### config.mk
export PLATFORM = sky130hd
export DESIGN_NAME = trs_io_top
export DESIGN_NICKNAME = d
export VERILOG_FILES = /design/src/source/esp_link_pkg.sv /design/src/source/trs_bus_pkg.sv /design/src/source/trs_io_top.sv /design/src/source/bus_port_decoder.sv /design/src/source/command_executor.sv /design/src/source/command_parser.sv /design/src/source/spi_byte_receiver.sv
export VERILOG_INCLUDE_DIRS = /design/src /design/src/source
export SDC_FILE = /design/constraint.sdc
export NUM_CORES = 1
export LEC_CHECK = 0
export BUFFER_PORTS_ARGS = -buffer_cell sky130_fd_sc_hd__buf_4
export CAP_MARGIN = 20
export CORE_ASPECT_RATIO = 1.2
export CORE_MARGIN = 2
export CORE_UTILIZATION = 36
export DETAILED_ROUTE_END_ITERATION = 6
export PLACE_DENSITY_LB_ADDON = 0.15
export SLEW_MARGIN = 20
export SYNTH_ARGS = -nofsm -noshare
export SYNTH_HDL_FRONTEND = slang
export SYNTH_SLANG_ARGS = --single-unit
### constraint.sdc
create_clock -name clk -period 1.85 [get_ports clk]
set_clock_uncertainty 0.05 [all_clocks]
set_input_delay 0 -clock clk [delete_from_list [all_inputs] [get_ports clk]]
set_output_delay 0 -clock clk [all_outputs]
set_load 0.05 [all_outputs]
### src/source/trs_io_defines.svh
`ifndef TRS_IO_DEFINES_SVH
`define TRS_IO_DEFINES_SVH

// reply to get_cookie, lets the ESP find the FPGA
`define TRS_IO_COOKIE 8'hAF

// packed as {major, minor} into one response byte
`define TRS_IO_VERSION_MAJOR 3'd0
`define TRS_IO_VERSION_MINOR 5'd3

// z80 port map
`define TRS_IO_PORT 8'h1F
`define FREHD_PORT_HI 4'hC    // C0h-CFh, upper nibble
`define PRINTER_PORT_HI 6'h3E // F8h-FBh, bits 7..2

// esp_req pulse length in clk cycles
`define ESP_REQ_CYCLES 50

// flops per asynchronous input
`define SYNC_STAGES 3

`endif
### src/source/esp_link_pkg.sv
package esp_link_pkg;

  // one byte on the SPI link
  typedef logic [7:0] link_byte_t;

  // command codes sent by the ESP as the first byte of a message
  typedef enum logic [7:0] {
    get_cookie     = 8'd0,
    dbus_read      = 8'd3,
    dbus_write     = 8'd4,
    data_ready     = 8'd5,
    get_version    = 8'd15,
    abus_read      = 8'd18,
    set_led        = 8'd26,
    get_config     = 8'd27,
    set_esp_status = 8'd32
  } link_cmd_t;

  // parameter bytes still expected after the command byte
  typedef logic [2:0] param_count_t;

  typedef enum logic {
    idle,
    read_bytes
  } parser_state_t;

endpackage

### src/source/trs_bus_pkg.sv
package trs_bus_pkg;

  // low byte of the z80 address bus, all that port i/o needs
  typedef logic [7:0] bus_addr_t;

  typedef logic [7:0] bus_data_t;

  // request code shown to the ESP on esp_s
  typedef enum logic [3:0] {
    trs_io_in  = 4'd0,
    trs_io_out = 4'd1,
    frehd_in   = 4'd2,
    frehd_out  = 4'd3,
    printer_rd = 4'd4,
    printer_wr = 4'd5,
    no_request = 4'hF   // idle value, no port selected
  } esp_request_t;

endpackage

### src/source/trs_io_top.sv
`timescale 1ns/1ns

module trs_io_top (
  input  logic                      clk,
  input  logic                      rst_n,
  input  logic                      sck,
  input  logic                      mosi,
  input  logic                      cs,
  output logic                      miso,
  input  trs_bus_pkg::bus_addr_t    a,
  input  logic                      in_n,
  input  logic                      out_n,
  input  logic                      ioreq_n,
  input  trs_bus_pkg::bus_data_t    d_in,
  output trs_bus_pkg::bus_data_t    d_out,
  output logic                      d_oe,
  output trs_bus_pkg::esp_request_t esp_s,
  output logic                      esp_req,
  input  logic                      esp_done,
  output logic                      wait_out,
  output logic                      int_out,
  output logic                      extiosel,
  input  logic [3:0]                conf,
  output logic                      led_red,
  output logic                      led_green,
  output logic                      led_blue,
  output logic [2:0]                led
);

  esp_link_pkg::link_byte_t byte_in, byte_out, param0;
  esp_link_pkg::link_cmd_t  cmd;
  trs_bus_pkg::bus_data_t   dbus_data;
  logic                     byte_valid, action, data_ready_set, esp_ready, esp_sel;

  spi_byte_receiver spi_byte_receiver_i (
    .clk(clk), .rst_n(rst_n), .sck(sck), .mosi(mosi), .cs(cs),
    .byte_out(byte_out), .miso(miso), .byte_in(byte_in), .byte_valid(byte_valid)
  );

  // param1/param2 unused by the kept commands
  command_parser command_parser_i (
    .clk(clk), .rst_n(rst_n), .byte_in(byte_in), .byte_valid(byte_valid),
    .action(action), .cmd(cmd), .param0(param0), .param1(), .param2(),
    .data_ready_set(data_ready_set)
  );

  command_executor command_executor_i (
    .clk(clk), .rst_n(rst_n), .action(action), .cmd(cmd), .param0(param0),
    .d_in(d_in), .a(a), .conf(conf), .byte_out(byte_out), .dbus_data(dbus_data),
    .led_red(led_red), .led_green(led_green), .led_blue(led_blue), .esp_ready(esp_ready)
  );

  bus_port_decoder bus_port_decoder_i (
    .clk(clk), .rst_n(rst_n), .a(a), .in_n(in_n), .out_n(out_n), .ioreq_n(ioreq_n),
    .dbus_data(dbus_data), .data_ready_set(data_ready_set), .esp_done(esp_done),
    .d_out(d_out), .d_oe(d_oe), .esp_s(esp_s), .esp_req(esp_req), .wait_out(wait_out),
    .int_out(int_out), .extiosel(extiosel), .esp_sel(esp_sel)
  );

  assign led = {esp_ready, esp_sel, wait_out};   // status leds

endmodule

### src/source/bus_port_decoder.sv
`timescale 1ns/1ns
`include "trs_io_defines.svh"

module bus_port_decoder (
  input  logic                      clk,
  input  logic                      rst_n,
  input  trs_bus_pkg::bus_addr_t    a,
  input  logic                      in_n,
  input  logic                      out_n,
  input  logic                      ioreq_n,
  input  trs_bus_pkg::bus_data_t    dbus_data,
  input  logic                      data_ready_set,
  input  logic                      esp_done,
  output trs_bus_pkg::bus_data_t    d_out,
  output logic                      d_oe,
  output trs_bus_pkg::esp_request_t esp_s,
  output logic                      esp_req,
  output logic                      wait_out,
  output logic                      int_out,
  output logic                      extiosel,
  output logic                      esp_sel
);

  localparam int REQ_W = $clog2(`ESP_REQ_CYCLES + 1);

  logic                    cpu_rd, cpu_wr;
  logic                    trs_io_hit, frehd_hit, printer_hit;
  logic                    esp_sel_in, esp_sel_out, trs_io_sel;
  logic [`SYNC_STAGES-1:0] access_sync, done_sync;
  logic                    access_prev, done_prev;
  logic                    io_access, done_rise;
  logic [REQ_W-1:0]        req_cnt;

  assign cpu_rd = ~ioreq_n & ~in_n;
  assign cpu_wr = ~ioreq_n & ~out_n;

  assign trs_io_hit  = (a == `TRS_IO_PORT);
  assign frehd_hit   = (a[7:4] == `FREHD_PORT_HI);
  assign printer_hit = (a[7:2] == `PRINTER_PORT_HI);

  assign esp_sel_in  = cpu_rd & (trs_io_hit | frehd_hit | printer_hit);
  assign esp_sel_out = cpu_wr & (trs_io_hit | frehd_hit | printer_hit);
  assign esp_sel     = esp_sel_in | esp_sel_out;
  assign trs_io_sel  = trs_io_hit & (cpu_rd | cpu_wr);

  always_comb begin
    if (cpu_rd && trs_io_hit)       esp_s = trs_bus_pkg::trs_io_in;
    else if (cpu_wr && trs_io_hit)  esp_s = trs_bus_pkg::trs_io_out;
    else if (cpu_rd && frehd_hit)   esp_s = trs_bus_pkg::frehd_in;
    else if (cpu_wr && frehd_hit)   esp_s = trs_bus_pkg::frehd_out;
    else if (cpu_rd && printer_hit) esp_s = trs_bus_pkg::printer_rd;
    else if (cpu_wr && printer_hit) esp_s = trs_bus_pkg::printer_wr;
    else                            esp_s = trs_bus_pkg::no_request;
  end

  // strobes are async to clk
  always_ff @(posedge clk) begin
    if (!rst_n) begin
      access_sync <= '0;
      done_sync   <= '0;
      access_prev <= 1'b0;
      done_prev   <= 1'b0;
    end else begin
      access_sync <= {access_sync[`SYNC_STAGES-2:0], cpu_rd | cpu_wr};
      done_sync   <= {done_sync[`SYNC_STAGES-2:0], esp_done};
      access_prev <= access_sync[`SYNC_STAGES-1];
      done_prev   <= done_sync[`SYNC_STAGES-1];
    end
  end

  assign io_access = access_sync[`SYNC_STAGES-1] & ~access_prev;
  assign done_rise = done_sync[`SYNC_STAGES-1] & ~done_prev;

  always_ff @(posedge clk) begin
    if (!rst_n) begin
      wait_out <= 1'b0;
      req_cnt  <= '0;
      int_out  <= 1'b0;
    end else begin
      if (io_access && esp_sel) begin
        wait_out <= 1'b1;   // hold the cpu until the ESP is done
        req_cnt  <= REQ_W'(`ESP_REQ_CYCLES);
      end else begin
        if (done_rise)
          wait_out <= 1'b0;
        if (req_cnt != '0)
          req_cnt <= req_cnt - 1'b1;
      end
      if (data_ready_set)
        int_out <= 1'b1;
      else if (io_access && trs_io_sel)
        int_out <= 1'b0;   // any trs-io access acknowledges
    end
  end

  assign esp_req  = (req_cnt != '0);
  assign extiosel = esp_sel_in;
  assign d_oe     = esp_sel_in;
  assign d_out    = esp_sel_in ? dbus_data : '0;

endmodule

### src/source/command_executor.sv
`timescale 1ns/1ns
`include "trs_io_defines.svh"

module command_executor (
  input  logic                     clk,
  input  logic                     rst_n,
  input  logic                     action,
  input  esp_link_pkg::link_cmd_t  cmd,
  input  esp_link_pkg::link_byte_t param0,
  input  trs_bus_pkg::bus_data_t   d_in,
  input  trs_bus_pkg::bus_addr_t   a,
  input  logic [3:0]               conf,
  output esp_link_pkg::link_byte_t byte_out,
  output trs_bus_pkg::bus_data_t   dbus_data,
  output logic                     led_red,
  output logic                     led_green,
  output logic                     led_blue,
  output logic                     esp_ready
);

  esp_link_pkg::link_byte_t esp_status;

  // byte left for the z80 to read
  always_ff @(posedge clk) begin
    if (action && cmd == esp_link_pkg::dbus_write)
      dbus_data <= param0;
  end

  always_ff @(posedge clk) begin
    if (!rst_n) begin
      led_red    <= 1'b0;
      led_green  <= 1'b0;
      led_blue   <= 1'b0;
      esp_status <= '0;
      byte_out   <= '0;
    end else if (action) begin
      case (cmd)
        esp_link_pkg::set_led: begin
          led_red   <= param0[0];
          led_green <= param0[1];
          led_blue  <= param0[2];
        end
        esp_link_pkg::set_esp_status: esp_status <= param0;
        esp_link_pkg::get_cookie:     byte_out <= `TRS_IO_COOKIE;
        esp_link_pkg::get_version:
          byte_out <= {`TRS_IO_VERSION_MAJOR, `TRS_IO_VERSION_MINOR};
        esp_link_pkg::dbus_read:      byte_out <= d_in;   // bus as seen right now
        esp_link_pkg::abus_read:      byte_out <= a;
        esp_link_pkg::get_config:     byte_out <= {4'b0000, ~conf};   // dip switches are active low
        default: ;
      endcase
    end
  end

  assign esp_ready = esp_status[0];

endmodule

### src/source/command_parser.sv
`timescale 1ns/1ns

module command_parser (
  input  logic                     clk,
  input  logic                     rst_n,
  input  esp_link_pkg::link_byte_t byte_in,
  input  logic                     byte_valid,
  output logic                     action,
  output esp_link_pkg::link_cmd_t  cmd,
  output esp_link_pkg::link_byte_t param0,
  output esp_link_pkg::link_byte_t param1,
  output esp_link_pkg::link_byte_t param2,
  output logic                     data_ready_set
);

  esp_link_pkg::parser_state_t state;
  esp_link_pkg::param_count_t  remaining;
  esp_link_pkg::link_cmd_t     cmd_code;
  logic [1:0]                  param_idx;

  assign cmd_code = esp_link_pkg::link_cmd_t'(byte_in);

  always_ff @(posedge clk) begin
    if (!rst_n) begin
      state          <= esp_link_pkg::idle;
      remaining      <= '0;
      param_idx      <= '0;
      action         <= 1'b0;
      data_ready_set <= 1'b0;
    end else begin
      action         <= 1'b0;
      data_ready_set <= 1'b0;
      if (byte_valid) begin
        case (state)
          esp_link_pkg::idle: begin
            param_idx <= '0;
            case (cmd_code)
              esp_link_pkg::get_cookie, esp_link_pkg::get_version,
              esp_link_pkg::dbus_read, esp_link_pkg::abus_read,
              esp_link_pkg::get_config: action <= 1'b1;
              esp_link_pkg::data_ready: data_ready_set <= 1'b1;   // goes to the bus side
              esp_link_pkg::dbus_write, esp_link_pkg::set_led,
              esp_link_pkg::set_esp_status: begin
                remaining <= 3'd1;
                state     <= esp_link_pkg::read_bytes;
              end
              default: state <= esp_link_pkg::idle;   // unknown code, drop it
            endcase
          end
          esp_link_pkg::read_bytes: begin
            param_idx <= param_idx + 2'd1;
            if (remaining == 3'd1) begin
              action <= 1'b1;
              state  <= esp_link_pkg::idle;
            end else begin
              remaining <= remaining - 3'd1;
            end
          end
          default: state <= esp_link_pkg::idle;
        endcase
      end
    end
  end

  // command and parameters hold until the next command byte
  always_ff @(posedge clk) begin
    if (byte_valid && state == esp_link_pkg::idle)
      cmd <= cmd_code;
    if (byte_valid && state == esp_link_pkg::read_bytes) begin
      case (param_idx)
        2'd0:    param0 <= byte_in;
        2'd1:    param1 <= byte_in;
        default: param2 <= byte_in;
      endcase
    end
  end

endmodule

### src/source/spi_byte_receiver.sv
`timescale 1ns/1ns
`include "trs_io_defines.svh"

module spi_byte_receiver (
  input  logic                     clk,
  input  logic                     rst_n,
  input  logic                     sck,
  input  logic                     mosi,
  input  logic                     cs,
  input  esp_link_pkg::link_byte_t byte_out,
  output logic                     miso,
  output esp_link_pkg::link_byte_t byte_in,
  output logic                     byte_valid
);

  logic [`SYNC_STAGES-1:0]  sck_sync, mosi_sync, cs_sync;
  logic                     sck_prev;
  logic                     sck_rise, sck_fall, cs_active, mosi_bit;
  logic [2:0]               bit_cnt;
  esp_link_pkg::link_byte_t rx_shift, tx_shift;

  assign sck_rise  = sck_sync[`SYNC_STAGES-1] & ~sck_prev;
  assign sck_fall  = ~sck_sync[`SYNC_STAGES-1] & sck_prev;
  assign cs_active = ~cs_sync[`SYNC_STAGES-1];
  assign mosi_bit  = mosi_sync[`SYNC_STAGES-1];

  always_ff @(posedge clk) begin
    if (!rst_n) begin
      sck_sync  <= '0;
      mosi_sync <= '0;
      cs_sync   <= '1;   // deselected
      sck_prev  <= 1'b0;
    end else begin
      sck_sync  <= {sck_sync[`SYNC_STAGES-2:0], sck};
      mosi_sync <= {mosi_sync[`SYNC_STAGES-2:0], mosi};
      cs_sync   <= {cs_sync[`SYNC_STAGES-2:0], cs};
      sck_prev  <= sck_sync[`SYNC_STAGES-1];
    end
  end

  // msb first
  always_ff @(posedge clk) begin
    if (cs_active && sck_rise)
      rx_shift <= {rx_shift[6:0], mosi_bit};
  end

  always_ff @(posedge clk) begin
    if (!rst_n) begin
      bit_cnt    <= '0;
      byte_valid <= 1'b0;
      tx_shift   <= '0;
    end else begin
      byte_valid <= 1'b0;
      if (!cs_active) begin
        bit_cnt <= '0;
      end else begin
        if (sck_rise) begin
          bit_cnt    <= bit_cnt + 3'd1;
          byte_valid <= (bit_cnt == 3'd7);   // eighth bit in
        end
        if (sck_fall) begin
          if (bit_cnt == 3'd1)
            tx_shift <= byte_out;   // first falling edge of the byte
          else
            tx_shift <= {tx_shift[6:0], 1'b0};
        end
      end
    end
  end

  assign byte_in = rx_shift;
  assign miso    = cs_active & tx_shift[7];

endmodule

; Yosys cells after proc, flatten, opt, wreduce, memory -nomap -nowiden
; Cells that the tools add are included.
; W data, S select, Z words.
[totals]
register_bits = 90
latch_bits = 0
mem_bits_rw = 0
rom_bits = 0
input_bits = 29
out_inout_bits = 24
n_memories = 0
[classes]
add_sub_neg = 4
multipliers = 0
div = 0
n_lt_le_gt_ge = 0
eq_ne = 23
n_shift = 0
muxes = 26
bitwise_logic = 27
reduce_logical = 33
[op_table]
columns = operator, n
row1 = $eq A8 B5 Y1 const B, 7
row2 = $pmux W8 S5, 1
row3 = $eq A8 B3 Y1 const B, 3
row4 = $mux W4, 6
row5 = $eq A8 B2 Y1 const B, 2
row6 = $eq A8 B4 Y1 const B, 2
row7 = $eq A8 B6 Y1 const B, 2
row8 = $logic_not A8 Y1, 2
row9 = $mux W8, 2
row10 = $logic_and A1 B1 Y1, 12
row11 = $mux W6, 2
row12 = $not A1 Y1, 12
row13 = $reduce_and A2 Y1, 6
row14 = $and A1 B1 Y1, 10
row15 = $mux W1, 9
row16 = $reduce_or A3 Y1, 3
row17 = $eq A3 B1 Y1 const B, 2
row18 = $eq A6 B6 Y1 const B, 1
row19 = $mux W3, 2
row20 = $pmux W3 S2, 1
row21 = $reduce_bool A2 Y1, 3
row22 = $reduce_bool A6 Y1, 1
row23 = $sub A6 B1 Y6 const B, 1
row24 = $reduce_bool A5 Y1, 1
row25 = 14 further kinds, 20

; Depth between registers and ports, before layout
[logic_depth]
word_depth = 9
mapped_depth = 6
depth_no_buf = 6

; Cells and area by module
; Synthesis repeated with hierarchy kept, for this count alone.
[unflattened]
hier_cells = 384
area_unflattened_um2 = 4555.6
[by_module_without_submodules]
columns = mod, instances, cells_each, area_each_um2, seq_area_each_um2
row1 = command_parser, 1, 101, 1551.5, 1121.1
row2 = spi_byte_receiver, 1, 94, 1101.1, 680.7
row3 = command_executor, 1, 101, 1091.0, 480.5
row4 = bus_port_decoder, 1, 85, 789.5, 320.3
row5 = trs_io_top, 1, 3, 22.5, 0.0

; Worst setup path before layout
; OpenSTA, ideal clock, no wires.
[synth_path]
path_kind = input to output
from = input a[7]
to = output esp_s[0]
arrival_time_ns = 2.535
slack_ns = -0.735
path_stages = 5
n_path_buf = 0
cell_sequence = nand2_1 o32ai_1 nor2_1 nor3_1 inv_1
[synth_via]
elab_chain_cells = 7
word_cells_on_any_way = 13
classes_between = eq/ne: 3 / mux: 5 / reduce/logical: 5
[synth_lines]
columns = element, line
row1 = from (decl), trs_io_top.sv:10  ; input trs_bus_pkg::bus_addr_t a,
row2 = $eq A6 B6 Y1 (no line), n/a
row3 = $logic_and A1 B1 Y1, bus_port_decoder.sv:51  ; else if (cpu_rd && printer_hit) esp_s = trs_bus_pkg::printer_rd;
row4 = $mux W4, bus_port_decoder.sv:51
row5 = $mux W4, bus_port_decoder.sv:50  ; else if (cpu_wr && frehd_hit) esp_s = trs_bus_pkg::frehd_out;
row6 = $mux W4, bus_port_decoder.sv:49  ; else if (cpu_rd && frehd_hit) esp_s = trs_bus_pkg::frehd_in;
row7 = $mux W4, bus_port_decoder.sv:48  ; else if (cpu_wr && trs_io_hit) esp_s = trs_bus_pkg::trs_io_out;
row8 = $mux W4 (*), bus_port_decoder.sv:47  ; if (cpu_rd && trs_io_hit) esp_s = trs_bus_pkg::trs_io_in;
row9 = to (decl), trs_io_top.sv:17  ; output trs_bus_pkg::esp_request_t esp_s,
; Every way passes the cells marked *; elsewhere a longest branch is shown, timed or not.

; Final worst setup path
[layout_path]
from = register command_parser_i.cmd[6]
to = register command_executor_i.led_blue
[layout_via]
elab_chain_cells = 2
[layout_lines]
columns = element, line
row1 = from (decl), command_parser.sv:9  ; output esp_link_pkg::link_cmd_t cmd,
row2 = from (signal assigned), command_parser.sv:68  ; cmd <= cmd_code;
row3 = $eq A8 B5 Y1, command_executor.sv:37  ; case (cmd)
row4 = $reduce_and A2 Y1 (no line), n/a
row5 = to (signal assigned), command_executor.sv:41  ; led_blue <= param0[2];
row6 = to (decl), command_executor.sv:17  ; output logic led_blue,
; No other way between the ends.
; A chain may end at the register's enable or synchronous reset.

==> results.tsv <==
metric	value	unit
post-synthesis instance area	3850	µm²
syn_nets	402	
synthesis-stage register bit count	90	
Multi-input gate area	1610	µm²
Avg Vias per Cell	4.94	
Worst R2R Path Depth	4	
Hold Startpoint	out_n	
reg2reg start	command_parser_i.cmd[6]	
hold crit path type	primary input to register	
TritonCTS clock tree	yes	
GP Congestion	0.821	
MaxCap Viol Count	0	
min Tclk post-route	1.89	ns
P_int	3.61	mW
Finished Cell Area	4980	µm²
post-synthesis xor/xnor area fraction	2.05	%
die area	11500	µm²
simple-gate area share of the yosys netlist	21.9	%
Congestion Overflow GR	0	
Setup Buffers After CTS	0	
Reg area	2120	µm²
Worst setup EP type	register	
Synth Area per Inst	10.5	µm²
main combinational cell family by area after synthesis	simple AND/OR/NAND/NOR gates	
cells after synthesis	366	
reg2reg end	command_executor_i.led_blue	
Net Sw Frac	24.4	%
Rows	41	
drt first pass iters	4	
crit-path max FO	4	
violated checks	setup timing	
post-DR wirelength/cell	14.0	µm
maximum vdd drop	505	µV
initial antenna violation count	1	
Combinational Power Share	12.9	%
synth unique cells	56	
H-tree Lvls	3	
top cell type by total area after synthesis	dfxtp_1	
diode count	0	
dominant cells by area after synthesis	dfxtp_1 30%, edfxtp_1 25%, and2_1 3.6%	
mux share of post-synthesis cell area	2.14	%
Req. time, crit path	2.01	ns
Setup-failing EPs final	8	
largest net degree at the start of global routing	26	
WS Path Type	register to register	
vias in the first global route	2796	
vias	2882	
Worst-Margin Slew	0.671	ns
hold_ws	0.0117	ns
unrepaired setup endpoints after global routing	yes	
switching power total	1.17	mW
P_leak	1.87	nW
Residual DRC	0	
Antenna Nets Post-Route	0	
area share of the largest cell type after synthesis	30.1	%
Slew HR	55.2	%
clock buffer depth	2	
CP arrival	2.05	ns
Post-synth EDFFs	32	
Final Hold Violating Endpoints	0	
1st-iter DRT viols	150	
CTS root buf	clkbuf_16	
hold path endpoint	bus_port_decoder_i.access_sync[0]	
power per standard cell area	959	nW/µm²
Post-Synth Adder-Cell Area	2.27	%
CTS Buf Count	9	
CP startpoint kind	register	
synth cell count leaders	58 x dfxtp_1, 36 x nor2_1, 33 x nand2_1	
Pins Over Slew Limit	0	
clk slew on worst S/H paths	0.07	ns
initial core utilization	36.8	%
io pins	53	
DP HPWL	5830	µm
WL final	8180	µm
die height	117	µm
Max Clk Rate	529	MHz
status	finished with violations	
synthesis warning total	0	
Area Growth Syn to Fin	29.3	%
Final WS setup	-0.0418	ns
Chip Width	98.4	µm
Post-synth ARST share	0	%
worst hold stages	3	
ratio of cells with drive above 1 in the final layout	26.4	%
Sequential Power Share	45.1	%
DP Area	4500	µm²
ys flop type	dfxtp_1	
first-pass GRT wire length	13600	µm
post-synthesis compound-gate area fraction	11.8	%
Worst-Skew Late Latency	0.34	ns
count leader, synth	dfxtp_1	
I/O Buffers	52	
sequential area share after synthesis	55.1	%
Final nets	485	
fill count	1006	
CTS Sinks	90	
core area	10500	µm²
clock share of power	42.0	%
Period Utilization, post-route	102	%
GRT Total Usage	14.6	%
r2r setup slk	-0.04	ns
-- cells in the final DEF (no fill, tap or decap), drive strengths merged, types with 10 or more instances in the layout --
master / Yosys / layout
dfxtp: 58 / 58
nand2b: 10 / 10
edfxtp: 32 / 32
buf: 10 / 80
nand2: 33 / 33
nor3: 13 / 13
dlygate4sd3: 0 / 10
a21oi: 23 / 23
nor2: 36 / 36
inv: 15 / 18
and2: 22 / 22
-- layer usage --
layer  share of wire [%]  vias to the layer above  track usage, %
met3                 5.1                       14            4.17
met1                  46                     1342            18.8
li1                    -                     1457               -
met5                0.15                        -               0
met4                 1.6                        2            5.74
met2                  47                       67            23.2
-- final cells by class --
cell class | count | share of cell area, %
timing repair buffer | 90 | 14.1
clock buffer | 9 | 4.52
tap | 129 | 3.24
clock inverter | 7 | 2.19
sequential | 90 | 42.6
inverter | 15 | 1.13
multi-input combinational | 243 | 32.3
-- power by group through the flow --
stage | registers (mW) | logic, mW | clock network (mW)
after CTS | 2.15 | 0.629 | 2.06
after global routing | 2.16 | 0.699 | 2.14
after floorplan | 2.19 | 0.417 | 0
final | 2.15 | 0.618 | 2.01
after detailed placement | 2.19 | 0.605 | 0
after global placement | 2.20 | 0.595 | 0
-- flip-flops by register name, indices dropped and copies added (netlist names), 6 cells and up --
signal / flops
command_executor_i.byte_out: 8
command_parser_i.cmd: 8
command_parser_i.param0: 8
spi_byte_receiver_i.byte_in: 8
spi_byte_receiver_i.tx_shift: 8
bus_port_decoder_i.req_cnt: 6
command_executor_i.dbus_data: 8
-- critical path, stage by stage (launching register included) --
cell and delay [ns]:
edfxtp_1 0.40, or4b_4 0.61, nor4_4 0.42, mux2i_1 0.23, nor2_1 0.05
-- metrics by stage --
| stage | utilization [%] | setup TNS [ns] | total power, mW | cells | setup WS, ns |
|---|---|---|---|---|---|
| 5_1_grt | 47.6 | -1.28 | 5.00 | 583 | -0.152 |
| 4_1_cts | 47.4 | -0.333 | 4.84 | 583 | -0.0553 |
| 2_1_floorplan | - | 0 | 2.60 | 366 | 0.0120 |
| 6_report | 47.6 | -0.246 | 4.78 | 583 | -0.0418 |
| 3_3_place_gp | 43.0 | 0 | 2.79 | 556 | 0.00644 |
| 3_5_place_dp | 43.0 | -0.128 | 2.80 | 556 | -0.0278 |
-- kinds of logic (layout without fill, tap and decap cells) --
kind of cell	after synthesis	count (layout)
flops	90	90
buf+inv	34	121
simple gates	155	155
compound gates	63	64
xor+xnor	9	9
mux	8	8
fa+ha+maj	7	7
-- worst max path at each step --
stage / endpoint / depth (start not counted) / start
after floorplan: command_executor_i.byte_out[7] / 6 / command_parser_i.cmd[5]
after global placement: command_executor_i.byte_out[0] / 5 / command_parser_i.cmd[6]
after detailed placement: command_executor_i.byte_out[5] / 5 / command_parser_i.cmd[6]
after CTS: command_executor_i.byte_out[5] / 5 / command_parser_i.cmd[6]
after global routing: command_executor_i.byte_out[5] / 5 / command_parser_i.cmd[6]
final: command_executor_i.led_blue / 4 / command_parser_i.cmd[6]
-- timing repair --
action,4_1_cts,5_1_grt
pin swaps,1,1
hold buffers,10,0
endpoints found under the setup margin,11,21
cloned,1,0
resized for setup,3,5
hold endpoints to repair,11,0
(Power assumes the default switching activity.)
